$ cat src/gpr_settings.svh
/*
 * x86 general register file sizing
 * register width, register count and register number width
 */
`ifndef GPR_SETTINGS_SVH
`define GPR_SETTINGS_SVH

// width of one general register
`define GPR_DATA_WIDTH 32

// eax through edi
`define GPR_COUNT 8

// bits needed to name one register
`define GPR_SEL_WIDTH 3

`endif

$ cat src/gpr_pkg.sv
/*
 * x86 register slice types
 * register numbers, operand sizes and micro-operation opcodes
 */
`include "gpr_settings.svh"

package gpr_pkg;

    // register numbers, in 8-bit mode 4..7 alias ah, ch, dh, bh
    typedef enum logic [`GPR_SEL_WIDTH-1:0] {
        eax = 3'd0,
        ecx = 3'd1,
        edx = 3'd2,
        ebx = 3'd3,
        esp = 3'd4,
        ebp = 3'd5,
        esi = 3'd6,
        edi = 3'd7
    } gpr_e;

    // operand size, encoding 3 is illegal
    typedef enum logic [1:0] {
        size_32 = 2'd0,
        size_16 = 2'd1,
        size_8  = 2'd2
    } opsize_e;

    typedef enum logic [2:0] {
        op_mov     = 3'd0,
        op_mov_imm = 3'd1,
        op_add     = 3'd2,
        op_sub     = 3'd3,
        op_and     = 3'd4,
        op_or      = 3'd5,
        op_xor     = 3'd6,
        op_movs    = 3'd7
    } uop_op_e;

endpackage

$ cat src/gpr_if.sv
/*
 * register file interfaces
 * operand read port pair and writeback / pointer load bus
 */
`timescale 1ns/1ps
`include "gpr_settings.svh"

// two operand reads at a common size, values come back combinationally
interface gpr_read_if import gpr_pkg::*; ();
    gpr_e                       op_1;
    gpr_e                       op_2;
    opsize_e                    read_size;
    logic [`GPR_DATA_WIDTH-1:0] op_1_value;
    logic [`GPR_DATA_WIDTH-1:0] op_2_value;

    modport issue (output op_1, output op_2, output read_size,
                   input op_1_value, input op_2_value);
    modport regfile (input op_1, input op_2, input read_size,
                     output op_1_value, output op_2_value);
endinterface

// levels sampled by the register file on the next rising clk edge
interface gpr_wb_if import gpr_pkg::*; ();
    logic                       writeback_en;
    gpr_e                       writeback_reg;
    opsize_e                    writeback_size;
    logic [`GPR_DATA_WIDTH-1:0] writeback_data;
    // direct pointer loads for the string move
    logic                       esi_en;
    logic [`GPR_DATA_WIDTH-1:0] esi_data;
    logic                       edi_en;
    logic [`GPR_DATA_WIDTH-1:0] edi_data;

    modport exec (output writeback_en, output writeback_reg, output writeback_size,
                  output writeback_data, output esi_en, output esi_data,
                  output edi_en, output edi_data);
    modport regfile (input writeback_en, input writeback_reg, input writeback_size,
                     input writeback_data, input esi_en, input esi_data,
                     input edi_en, input edi_data);
endinterface

$ cat src/alu_writeback.sv
/*
 * ALU and writeback
 * computes the result of the issued uop at its operand size and
 * drives the writeback bus, including the string-move pointer step
 */
`timescale 1ns/1ps
`include "gpr_settings.svh"

module alu_writeback import gpr_pkg::*; (
    input  logic                       iss_valid,
    input  uop_op_e                    iss_op,
    input  opsize_e                    iss_size,
    input  gpr_e                       iss_dst,
    input  logic [`GPR_DATA_WIDTH-1:0] iss_imm,

    input  logic [`GPR_DATA_WIDTH-1:0] op_1_value,
    input  logic [`GPR_DATA_WIDTH-1:0] op_2_value,

    // full-width esi/edi for the pointer step
    gpr_read_if.issue                  ptr_rd,

    gpr_wb_if.exec                     wb,
    output logic                       retire
);

    logic [`GPR_DATA_WIDTH-1:0] alu_raw;
    logic [`GPR_DATA_WIDTH-1:0] alu_result;
    logic [`GPR_DATA_WIDTH-1:0] ptr_step;

    // ----------------------------------------------------------
    // ALU
    // ----------------------------------------------------------

    // operands are already zero-extended to the uop size
    always_comb begin
        case (iss_op)
            op_mov:     alu_raw = op_2_value;
            op_mov_imm: alu_raw = iss_imm;
            op_add:     alu_raw = op_1_value + op_2_value;
            op_sub:     alu_raw = op_1_value - op_2_value;
            op_and:     alu_raw = op_1_value & op_2_value;
            op_or:      alu_raw = op_1_value | op_2_value;
            op_xor:     alu_raw = op_1_value ^ op_2_value;
            default:    alu_raw = '0;
        endcase
    end

    // truncate so add and sub wrap at the operand size
    always_comb begin
        alu_result = '0;
        case (iss_size)
            size_16: alu_result[15:0] = alu_raw[15:0];
            size_8:  alu_result[7:0]  = alu_raw[7:0];
            default: alu_result = alu_raw;
        endcase
    end

    // ----------------------------------------------------------
    // string move pointer step
    // ----------------------------------------------------------

    assign ptr_rd.op_1      = esi;
    assign ptr_rd.op_2      = edi;
    assign ptr_rd.read_size = size_32;

    always_comb begin
        case (iss_size)
            size_16: ptr_step = `GPR_DATA_WIDTH'd2;
            size_8:  ptr_step = `GPR_DATA_WIDTH'd1;
            default: ptr_step = `GPR_DATA_WIDTH'd4;
        endcase
    end

    // ----------------------------------------------------------
    // writeback
    // ----------------------------------------------------------

    assign wb.writeback_en   = iss_valid && (iss_op != op_movs);
    assign wb.writeback_reg  = iss_dst;
    assign wb.writeback_size = iss_size;
    assign wb.writeback_data = alu_result;

    assign wb.esi_en   = iss_valid && (iss_op == op_movs);
    assign wb.esi_data = ptr_rd.op_1_value + ptr_step;
    assign wb.edi_en   = iss_valid && (iss_op == op_movs);
    assign wb.edi_data = ptr_rd.op_2_value + ptr_step;

    // every accepted uop finishes in its issue cycle
    assign retire = iss_valid;

endmodule

$ cat src/register_file.sv
/*
 * x86 general register file
 * eight 32-bit registers with 32/16/8-bit zero-extended reads, high-byte
 * aliasing, merged partial writes, direct esi/edi loads and a debug port
 */
`timescale 1ns/1ps
`include "gpr_settings.svh"

module register_file import gpr_pkg::*; (
    input  logic                       clk,
    input  logic                       rst_n,

    // operand reads from the issue stage
    gpr_read_if.regfile                rd,
    // full esi/edi reads for the string move
    gpr_read_if.regfile                ptr_rd,

    gpr_wb_if.regfile                  wb,

    input  gpr_e                       dbg_reg,
    input  opsize_e                    dbg_size,
    output logic [`GPR_DATA_WIDTH-1:0] dbg_value
);

    typedef logic [`GPR_COUNT-1:0][`GPR_DATA_WIDTH-1:0] gpr_array_t;

    gpr_array_t                 gpr_q;

    // write side
    logic [`GPR_SEL_WIDTH-1:0]  wb_idx;
    logic [`GPR_DATA_WIDTH-1:0] wb_old;
    logic [`GPR_DATA_WIDTH-1:0] wb_merged;

    // ----------------------------------------------------------
    // size-aware read
    // ----------------------------------------------------------

    // 8-bit numbers 4..7 are ah..bh, i.e. bits 15..8 of eax..ebx
    function automatic logic [`GPR_DATA_WIDTH-1:0] sized_read(
        input gpr_array_t regs,
        input gpr_e       sel,
        input opsize_e    size
    );
        logic [`GPR_DATA_WIDTH-1:0] word;
        logic [`GPR_DATA_WIDTH-1:0] alias_word;
        logic [`GPR_DATA_WIDTH-1:0] value;

        word       = regs[sel];
        alias_word = regs[sel[1:0]];
        value      = '0;
        case (size)
            size_32: value = word;
            size_16: value[15:0] = word[15:0];
            size_8: begin
                if (sel[2]) begin
                    value[7:0] = alias_word[15:8];
                end else begin
                    value[7:0] = word[7:0];
                end
            end
            default: value = '0;
        endcase
        return value;
    endfunction

    assign rd.op_1_value     = sized_read(gpr_q, rd.op_1, rd.read_size);
    assign rd.op_2_value     = sized_read(gpr_q, rd.op_2, rd.read_size);
    assign ptr_rd.op_1_value = sized_read(gpr_q, ptr_rd.op_1, ptr_rd.read_size);
    assign ptr_rd.op_2_value = sized_read(gpr_q, ptr_rd.op_2, ptr_rd.read_size);
    assign dbg_value         = sized_read(gpr_q, dbg_reg, dbg_size);

    // ----------------------------------------------------------
    // writeback merge
    // ----------------------------------------------------------

    // high-byte writes land in register number minus 4
    always_comb begin
        wb_idx = wb.writeback_reg;
        if (wb.writeback_size == size_8 && wb.writeback_reg[2]) begin
            wb_idx = {1'b0, wb.writeback_reg[1:0]};
        end
    end

    assign wb_old = gpr_q[wb_idx];

    // untouched bits keep the old register contents
    always_comb begin
        wb_merged = wb_old;
        case (wb.writeback_size)
            size_32: wb_merged = wb.writeback_data;
            size_16: wb_merged[15:0] = wb.writeback_data[15:0];
            size_8: begin
                if (wb.writeback_reg[2]) begin
                    wb_merged[15:8] = wb.writeback_data[7:0];
                end else begin
                    wb_merged[7:0] = wb.writeback_data[7:0];
                end
            end
            default: wb_merged = wb_old;
        endcase
    end

    // ----------------------------------------------------------
    // register state
    // ----------------------------------------------------------

    // pointer loads come last so they win over a normal writeback
    always_ff @(posedge clk) begin
        if (!rst_n) begin
            gpr_q <= '0;
        end else begin
            if (wb.writeback_en) begin
                gpr_q[wb_idx] <= wb_merged;
            end
            if (wb.esi_en) begin
                gpr_q[esi] <= wb.esi_data;
            end
            if (wb.edi_en) begin
                gpr_q[edi] <= wb.edi_data;
            end
        end
    end

    a_wb_size_legal: assert property (
        @(posedge clk) disable iff (!rst_n)
        wb.writeback_en |-> (wb.writeback_size != 2'd3)
    ) else $error("writeback with illegal operand size");

    // a string move always steps both pointers
    a_ptr_load_paired: assert property (
        @(posedge clk) disable iff (!rst_n)
        wb.esi_en == wb.edi_en
    ) else $error("esi and edi loads out of step");

    // normal writeback and pointer load never share a cycle
    a_wb_excl: assert property (
        @(posedge clk) disable iff (!rst_n)
        !(wb.writeback_en && wb.esi_en)
    ) else $error("writeback and pointer load in the same cycle");

endmodule

$ cat src/uop_issue.sv
/*
 * uop issue stage
 * registers one micro-operation per cycle and drives the operand
 * read selects of the register file
 */
`timescale 1ns/1ps
`include "gpr_settings.svh"

module uop_issue import gpr_pkg::*; (
    input  logic                       clk,
    input  logic                       rst_n,

    input  logic                       uop_valid,
    input  uop_op_e                    uop_op,
    input  opsize_e                    uop_size,
    input  gpr_e                       uop_dst,
    input  gpr_e                       uop_src,
    input  logic [`GPR_DATA_WIDTH-1:0] uop_imm,

    gpr_read_if.issue                  rd,

    output logic                       iss_valid,
    output uop_op_e                    iss_op,
    output opsize_e                    iss_size,
    output gpr_e                       iss_dst,
    output logic [`GPR_DATA_WIDTH-1:0] iss_imm
);

    // source only feeds the read select, the ALU never sees it
    gpr_e iss_src;

    // ----------------------------------------------------------
    // uop capture
    // ----------------------------------------------------------

    always_ff @(posedge clk) begin
        if (!rst_n) begin
            iss_valid <= 1'b0;
        end else begin
            iss_valid <= uop_valid;
        end
    end

    // payload only moves when a uop arrives
    always_ff @(posedge clk) begin
        if (uop_valid) begin
            iss_op   <= uop_op;
            iss_size <= uop_size;
            iss_dst  <= uop_dst;
            iss_src  <= uop_src;
            iss_imm  <= uop_imm;
        end
    end

    // ----------------------------------------------------------
    // operand read selects
    // ----------------------------------------------------------

    // op_1 is the old destination for two-operand ops
    assign rd.op_1      = iss_dst;
    assign rd.op_2      = iss_src;
    assign rd.read_size = iss_size;

    // the size encoding 3 must never enter the pipe
    a_uop_size_legal: assert property (
        @(posedge clk) disable iff (!rst_n)
        uop_valid |-> (uop_size != 2'd3)
    ) else $error("uop issued with illegal operand size");

endmodule

$ cat src/x86_gpr_top.sv
/*
 * x86 register execution slice
 * issue stage, register file and ALU/writeback with a debug read port
 */
`timescale 1ns/1ps
`include "gpr_settings.svh"

module x86_gpr_top import gpr_pkg::*; (
    input  logic                       clk,
    input  logic                       rst_n,

    input  logic                       uop_valid,
    input  uop_op_e                    uop_op,
    input  opsize_e                    uop_size,
    input  gpr_e                       uop_dst,
    input  gpr_e                       uop_src,
    input  logic [`GPR_DATA_WIDTH-1:0] uop_imm,

    input  gpr_e                       dbg_reg,
    input  opsize_e                    dbg_size,
    output logic [`GPR_DATA_WIDTH-1:0] dbg_value,
    output logic                       retire
);

    // issue stage to ALU
    logic                       iss_valid;
    uop_op_e                    iss_op;
    opsize_e                    iss_size;
    gpr_e                       iss_dst;
    logic [`GPR_DATA_WIDTH-1:0] iss_imm;

    gpr_read_if rd_op ();
    gpr_read_if rd_ptr ();
    gpr_wb_if   wb_bus ();

    uop_issue u_issue (
        .clk       (clk),
        .rst_n     (rst_n),
        .uop_valid (uop_valid),
        .uop_op    (uop_op),
        .uop_size  (uop_size),
        .uop_dst   (uop_dst),
        .uop_src   (uop_src),
        .uop_imm   (uop_imm),
        .rd        (rd_op.issue),
        .iss_valid (iss_valid),
        .iss_op    (iss_op),
        .iss_size  (iss_size),
        .iss_dst   (iss_dst),
        .iss_imm   (iss_imm)
    );

    register_file u_regfile (
        .clk       (clk),
        .rst_n     (rst_n),
        .rd        (rd_op.regfile),
        .ptr_rd    (rd_ptr.regfile),
        .wb        (wb_bus.regfile),
        .dbg_reg   (dbg_reg),
        .dbg_size  (dbg_size),
        .dbg_value (dbg_value)
    );

    alu_writeback u_alu (
        .iss_valid  (iss_valid),
        .iss_op     (iss_op),
        .iss_size   (iss_size),
        .iss_dst    (iss_dst),
        .iss_imm    (iss_imm),
        .op_1_value (rd_op.op_1_value),
        .op_2_value (rd_op.op_2_value),
        .ptr_rd     (rd_ptr.issue),
        .wb         (wb_bus.exec),
        .retire     (retire)
    );

endmodule

$ cat config.mk
export PLATFORM = sky130hd
export DESIGN_NAME = x86_gpr_top
export DESIGN_NICKNAME = d
export VERILOG_FILES = /design/src/gpr_pkg.sv /design/src/gpr_if.sv /design/src/alu_writeback.sv /design/src/register_file.sv /design/src/uop_issue.sv /design/src/x86_gpr_top.sv
export VERILOG_INCLUDE_DIRS = /design/src /design/src/src
export SDC_FILE = /design/constraint.sdc
export NUM_CORES = 1
export LEC_CHECK = 0
export ABC_AREA = 1
export ABC_CLOCK_PERIOD_IN_PS = 13600
export BUFFER_PORTS_ARGS = -buffer_cell sky130_fd_sc_hd__buf_4
export CORE_MARGIN = 1.5
export CORE_UTILIZATION = 50
export DETAILED_ROUTE_END_ITERATION = 10
export MAX_ROUTING_LAYER = met4
export PLACE_DENSITY_LB_ADDON = 0.1
export REMOVE_ABC_BUFFERS = 1
export SYNTH_ARGS = -nofsm -noshare
export SYNTH_HDL_FRONTEND = slang
export SYNTH_SLANG_ARGS = --single-unit
$ cat constraint.sdc
create_clock -name clk -period 13.6 [get_ports clk]
set_clock_uncertainty 0.05 [all_clocks]
set_input_delay 2.04 -clock clk [delete_from_list [all_inputs] [get_ports clk]]
set_output_delay 2.04 -clock clk [all_outputs]
set_load 0.05 [all_outputs]
# After elaboration in Yosys (flattened, before gate mapping)
# Index checks and enable logic that the tools add are counted.
[op_classes]
add_sub_neg = 4
n_lt_le_gt_ge = 8
eq_ne = 12
muxes = 40
bitwise_logic = 3
reduce_logical = 11
[ops]
columns = ["op", "count"]
rows = [
  ["32-bit binary-select mux with 3-bit select", 4],
  ["256-bit bitwise mux", 1],
  ["256-bit two-way mux", 1],
  ["32-bit two-way mux", 7],
  ["32-bit one-hot mux with 7 select lines", 1],
  ["32-bit binary-select mux with 2-bit select", 3],
  ["16-bit two-way mux", 8],
  ["32-bit demux with 3-bit select", 1],
  ["32-bit by 3-bit adder with 32-bit output", 2],
  ["8-bit two-way mux", 8],
  ["8-bit one-hot mux with 2 select lines", 3],
  ["32-bit adder", 1],
  ["32-bit bitwise AND", 1],
  ["32-bit OR", 1],
  ["16-bit one-hot mux with 2 select lines", 1],
  ["32-bit subtractor", 1],
  ["32-bit bitwise XOR", 1],
  ["3-bit by 4-bit < comparator with 1-bit output (second input constant)", 4],
  ["3-bit equality test (second input constant)", 4],
  ["2-bit by 4-bit < comparator with 1-bit output (second input constant)", 3],
  ["3-bit by 2-bit equality test with 1-bit output (second input constant)", 2],
  ["3-bit one-hot mux with 2 select lines", 1],
  ["2-bit OR reduction", 3],
  ["2-bit by 1-bit equality test with 1-bit output (second input constant)", 2],
  ["9 further kinds", 14],
]
[totals]
register_bits = 300
out_inout_bits = 33
word_cells = 92

# Depth between registers and ports, before layout
[logic_depth]
depth_word = 11
ltp_mapped = 39
mapped_depth_nobuf = 37

# Hierarchy
# Synthesis repeated with hierarchy kept, for this count alone.
[hier_totals]
cells_unflattened = 5675
area_unflattened_um2 = 32343.5
[modules_own_cells]
columns = ["mod", "instances", "cells_each", "area_each_um2", "seq_area_each_um2"]
rows = [
  ["register_file", 1, 4252, 23450.0, 5124.9],
  ["alu_writeback", 1, 1372, 7537.2, 0.0],
  ["uop_issue", 1, 51, 1356.3, 1311.3],
]

# Worst setup path after synthesis
# Ideal clock, no wire load.
[synth_timing]
path_kind = "in2out"
from = "input dbg_reg[1]"
to = "output dbg_value[6]"
arrival_time_ps = 4196
required_ps = 11510
slack_ps = 7314
path_stages = 6
n_path_buf = 3
path_cell_list = "clkbuf_1 > inv_1 > clkbuf_1 > buf_1 > a221oi_1 > a211oi_1"
[synth_via]
elab_chain_len = 4
[synth_rtl]
columns = ["item", "line", "source"]
rows = [
  ["start: declaration", "x86_gpr_top.sv:19", "input gpr_e dbg_reg,"],
  ["32-bit binary-select mux with 3-bit select or 32-bit binary-select mux with 2-bit select (tied branches)", "register_file.sv:48, register_file.sv:49", ""],
  ["32-bit two-way mux (not written as such) or 16-bit two-way mux (tied branches)", "register_file.sv:48, register_file.sv:49", ""],
  ["8-bit two-way mux", "register_file.sv:55", "if (sel[2]) begin"],
  ["8-bit one-hot mux with 2 select lines (*)", "register_file.sv:51", "case (size)"],
  ["end: declaration", "x86_gpr_top.sv:21", "output logic [`GPR_DATA_WIDTH-1:0] dbg_value,"],
]
# Mark *: on every way between the ends. The rest lies on a longest branch, timed or not. The select of a mux whose other input is x is not followed.

# Final worst setup path
[layout_timing]
from = "input dbg_reg[1]"
to = "output dbg_value[29]"
[layout_via]
elab_chain_len = 3
[layout_rtl]
columns = ["item", "line", "source"]
rows = [
  ["32-bit binary-select mux with 3-bit select", "register_file.sv:48", "word = regs[sel];"],
  ["32-bit two-way mux (not written as such)", "register_file.sv:48", ""],
  ["16-bit two-way mux", "register_file.sv:51", ""],
]
# Every way passes these cells. The select of a mux whose other input is x is not followed.

==> impl_metrics.toml <==
[floorplanning]
dieHeight_um = 226.6
die_w_um = 226.6
fp-row-count = 81
pin_count = 84
core-area_um2 = 49150
dieArea_um2 = 51360
start_util = 0.5087

[yosys]
ys_async_sr_fraction = 0
synth.yosys.seq_area_share = 0.2574
synth-compound-area-share = 0.3218
yosysWarnings = 0
synth_top_family_by_area = "compound AO/OA/AOI/OAI gates"
ys.flop_type = "dfxtp_1"
synth-edff-count = 43
synthMuxAreaShare = 0
synth_xor_area_frac = 0.01996
yosys.area_share.simple = 0.2339
synth.cell_area_um2 = 25010
synthAdderAreaFrac = 0.05544
synthDistinctLibCells = 53
synthCells = 4024
ys_ff_latch = 300
avgSynthCellArea_um2 = 6.214

[critical_path]
worstSetupEndpointType = "output pin"
crit_path_frequent_cell = "buf_4"
cp_max_fo = 34
critPathMaxStageDelay_ns = 0.69
cp.arrival_ns = 4.87
criticalPathCategory = "input port to output pin"
startpoint_type = "input port"
crit_slowest_cell = "clkinv_1"
worstPathRequired_ns = 11.51
crit_chain = "buf_4 -> clkinv_1 -> buf_4 -> a21oi_1 -> o21ai_0 -> nand3_1 -> nand2_1 -> a31oi_1 -> buf_4"

[global_route]
grt_max_degree = 111
grt_overflow = 0
grt_pass1_wl_mm = 148.9
track_usage = 0.3863
first_global_vias = 25334
antenna_found_initial = 0

[layout]
areaGrowthSynthToFinish_pct = 7.731
diodes = 0
drive_above_1_share = 0.07402
layout.cells.non_filler = 4609
final_common_cell = "nand2_1"
layout_common_cells = "nand2_1, a21oi_1, o21ai_0"
regArea_um2 = 6436
final_area_um2 = 26940
final_net_count = 4076
fillCellCount = 5070
multi_input_area_um2 = 15850

[cts]
root_buffer = "clkbuf_16"
path_clk_slew_ns = 0.06
cts_tree = "built"
post_cts_buffers = 0
cts_resized = 0
cts_buffers = 38
clock-sinks = 300
htreeDepth = 2
clockBufferDepth = 3
hold_buffers = 0
clk_latency_ns = 0.57

[worst_hold_path]
worstHoldPathType = "flop to flop"

[sta]
fin_crit_sh = 0.5121
worst_pin_slew_ns = 1.010
tns_ns = 0
setup_violations = 0
max_freq_ghz = 0.1436
slew_headroom = 0.3255
period_minus_slack_ns = 6.965
finalHoldViolations = 0
slew_violations = 0
grt_setup_unrepaired = "false"

[placement]
port_buffers = 83
dpl.hpwl_mm = 65.98
placed_area_um2 = 25710
gp_congestion = 1.033
dpl.cell_count = 4540

[routing]
avgViaCountPerCell = 6.118
wirelength_met1_mm = 39.72
highest_layer = "met4"
dr.pass1.iters = 6
ant_nets = 0
wl_mm = 97.84
drc = 0
wl_met3_mm = 9.236
wl_per_cell_um = 21.23
vias = 28200
wl_met2_mm = 42.26
drt_iter0_markers = 3609

[power]
clkPwrFrac = 0.357
power_density_nw_per_um2 = 106.5
pwr-share-comb = 0.309
power.share.switching = 0.3799
p_leak_nw = 10.96
internal-power_mw = 1.778
vdd_drop_max_uv = 80.35
power.share.sequential = 0.334
p_sw_mw = 1.089

[status]
status = "completed"

[flow_run]
drv_cap = 0
[metrics by stage]
stage / power, mW / hold slack, ns / utilization / worst slack (ns)
2_1_floorplan: 1.534 / 0.4164 / - / 5.802
3_3_place_gp: 1.829 / 0.4286 / 0.5231 / 6.813
3_5_place_dp: 1.833 / 0.4336 / 0.5231 / 6.785
4_1_cts: 2.847 / 0.4436 / 0.5480 / 6.773
5_1_grt: 2.989 / 0.4750 / 0.5480 / 6.388
6_report: 2.868 / 0.4437 / 0.5480 / 6.635
[final timing paths]
| path | to | slack [ns] | cells past startpoint | startpoint |
|---|---|---|---|---|
| min | u_regfile.gpr_q[222] | 0.44 | 2 | u_regfile.gpr_q[222] |
| max | dbg_value[29] | 6.64 | 9 | dbg_reg[1] |
| max reg2reg | u_regfile.gpr_q[87] | 6.90 | 21 | u_issue.iss_dst[0] |
| min reg2reg | u_regfile.gpr_q[222] | 0.44 | 2 | u_regfile.gpr_q[222] |
[sequential cells by signal (all words and copies together) (netlist names)]
signal             count
u_regfile.gpr_q      256
u_issue.iss_imm       32
u_issue.iss_dst        3
u_issue.iss_valid      1
u_issue.iss_op         3
u_issue.iss_size       2
u_issue.rd.op_2        3
[layout make-up]
| class | count | area share |
|---|---|---|
| Clock buffer | 58 | 0.04264 |
| Clock inverter | 11 | 0.002973 |
| Inverter | 416 | 0.05811 |
| Multi-Input combinational cell | 3024 | 0.5885 |
| Sequential cell | 300 | 0.2389 |
| Tap cell | 664 | 0.03084 |
| Timing Repair Buffer | 136 | 0.03804 |
[critical path, delay by kind of cell]
family,cells,cell delay [ns]
compound gates,3,0.65
buf+inv,4,1.96
simple gates,2,0.17
[cells in the mapped netlist (all sizes together) (2+ instances only)]
| library cell | n | area share |
|---|---|---|
| o21bai | 3 | 0.00090 |
| o311ai | 3 | 0.0011 |
| o211ai | 110 | 0.034 |
| nand3 | 215 | 0.045 |
| xnor2 | 6 | 0.0021 |
| clkbuf | 199 | 0.030 |
| a21boi | 5 | 0.0015 |
| a211oi | 5 | 0.0015 |
| buf | 85 | 0.019 |
| nand4 | 26 | 0.0065 |
| a21oi | 606 | 0.12 |
| nand2 | 908 | 0.14 |
| o21a | 2 | 0.00060 |
| nor4 | 7 | 0.0020 |
| o2111ai | 7 | 0.0025 |
| xor2 | 51 | 0.018 |
| nor2 | 189 | 0.030 |
| edfxtp | 43 | 0.052 |
| or2 | 14 | 0.0035 |
| o21ai | 591 | 0.12 |
| fa | 3 | 0.0024 |
| ha | 106 | 0.053 |
| a22oi | 9 | 0.0027 |
| a32o | 20 | 0.0080 |
| nor3 | 35 | 0.0076 |
| inv | 414 | 0.062 |
| a31oi | 73 | 0.018 |
| clkinv | 2 | 0.00030 |
| a31o | 3 | 0.0011 |
| a21o | 2 | 0.00060 |
| dfxtp | 257 | 0.21 |
| a221oi | 19 | 0.0067 |
[routing by layer]
layer | up-vias | global-route usage
met2 | 1557 | 0.5811
met5 | - | -
met4 | 0 | 0.2411
met1 | 12859 | 0.4826
met3 | 317 | 0.06272
li1 | 13467 | -
[cell families (layout without fill, tap and decap cells)]
family,Yosys count,count (layout)
fa+ha+maj,109,109
flops,300,300
xor+xnor,57,57
buf+inv,700,621
simple gates,1398,1398
compound gates,1460,1460
[power by group through the flow]
stage	registers, mW	logic [mW]	clock network [mW]
final	0.959	0.886	1.02
after global routing	0.961	0.964	1.06
after CTS	0.957	0.861	1.03
after detailed placement	0.976	0.857	0
after global placement	0.976	0.852	0
after floorplan	0.990	0.545	0
Power figures use the tool's default switching activity.
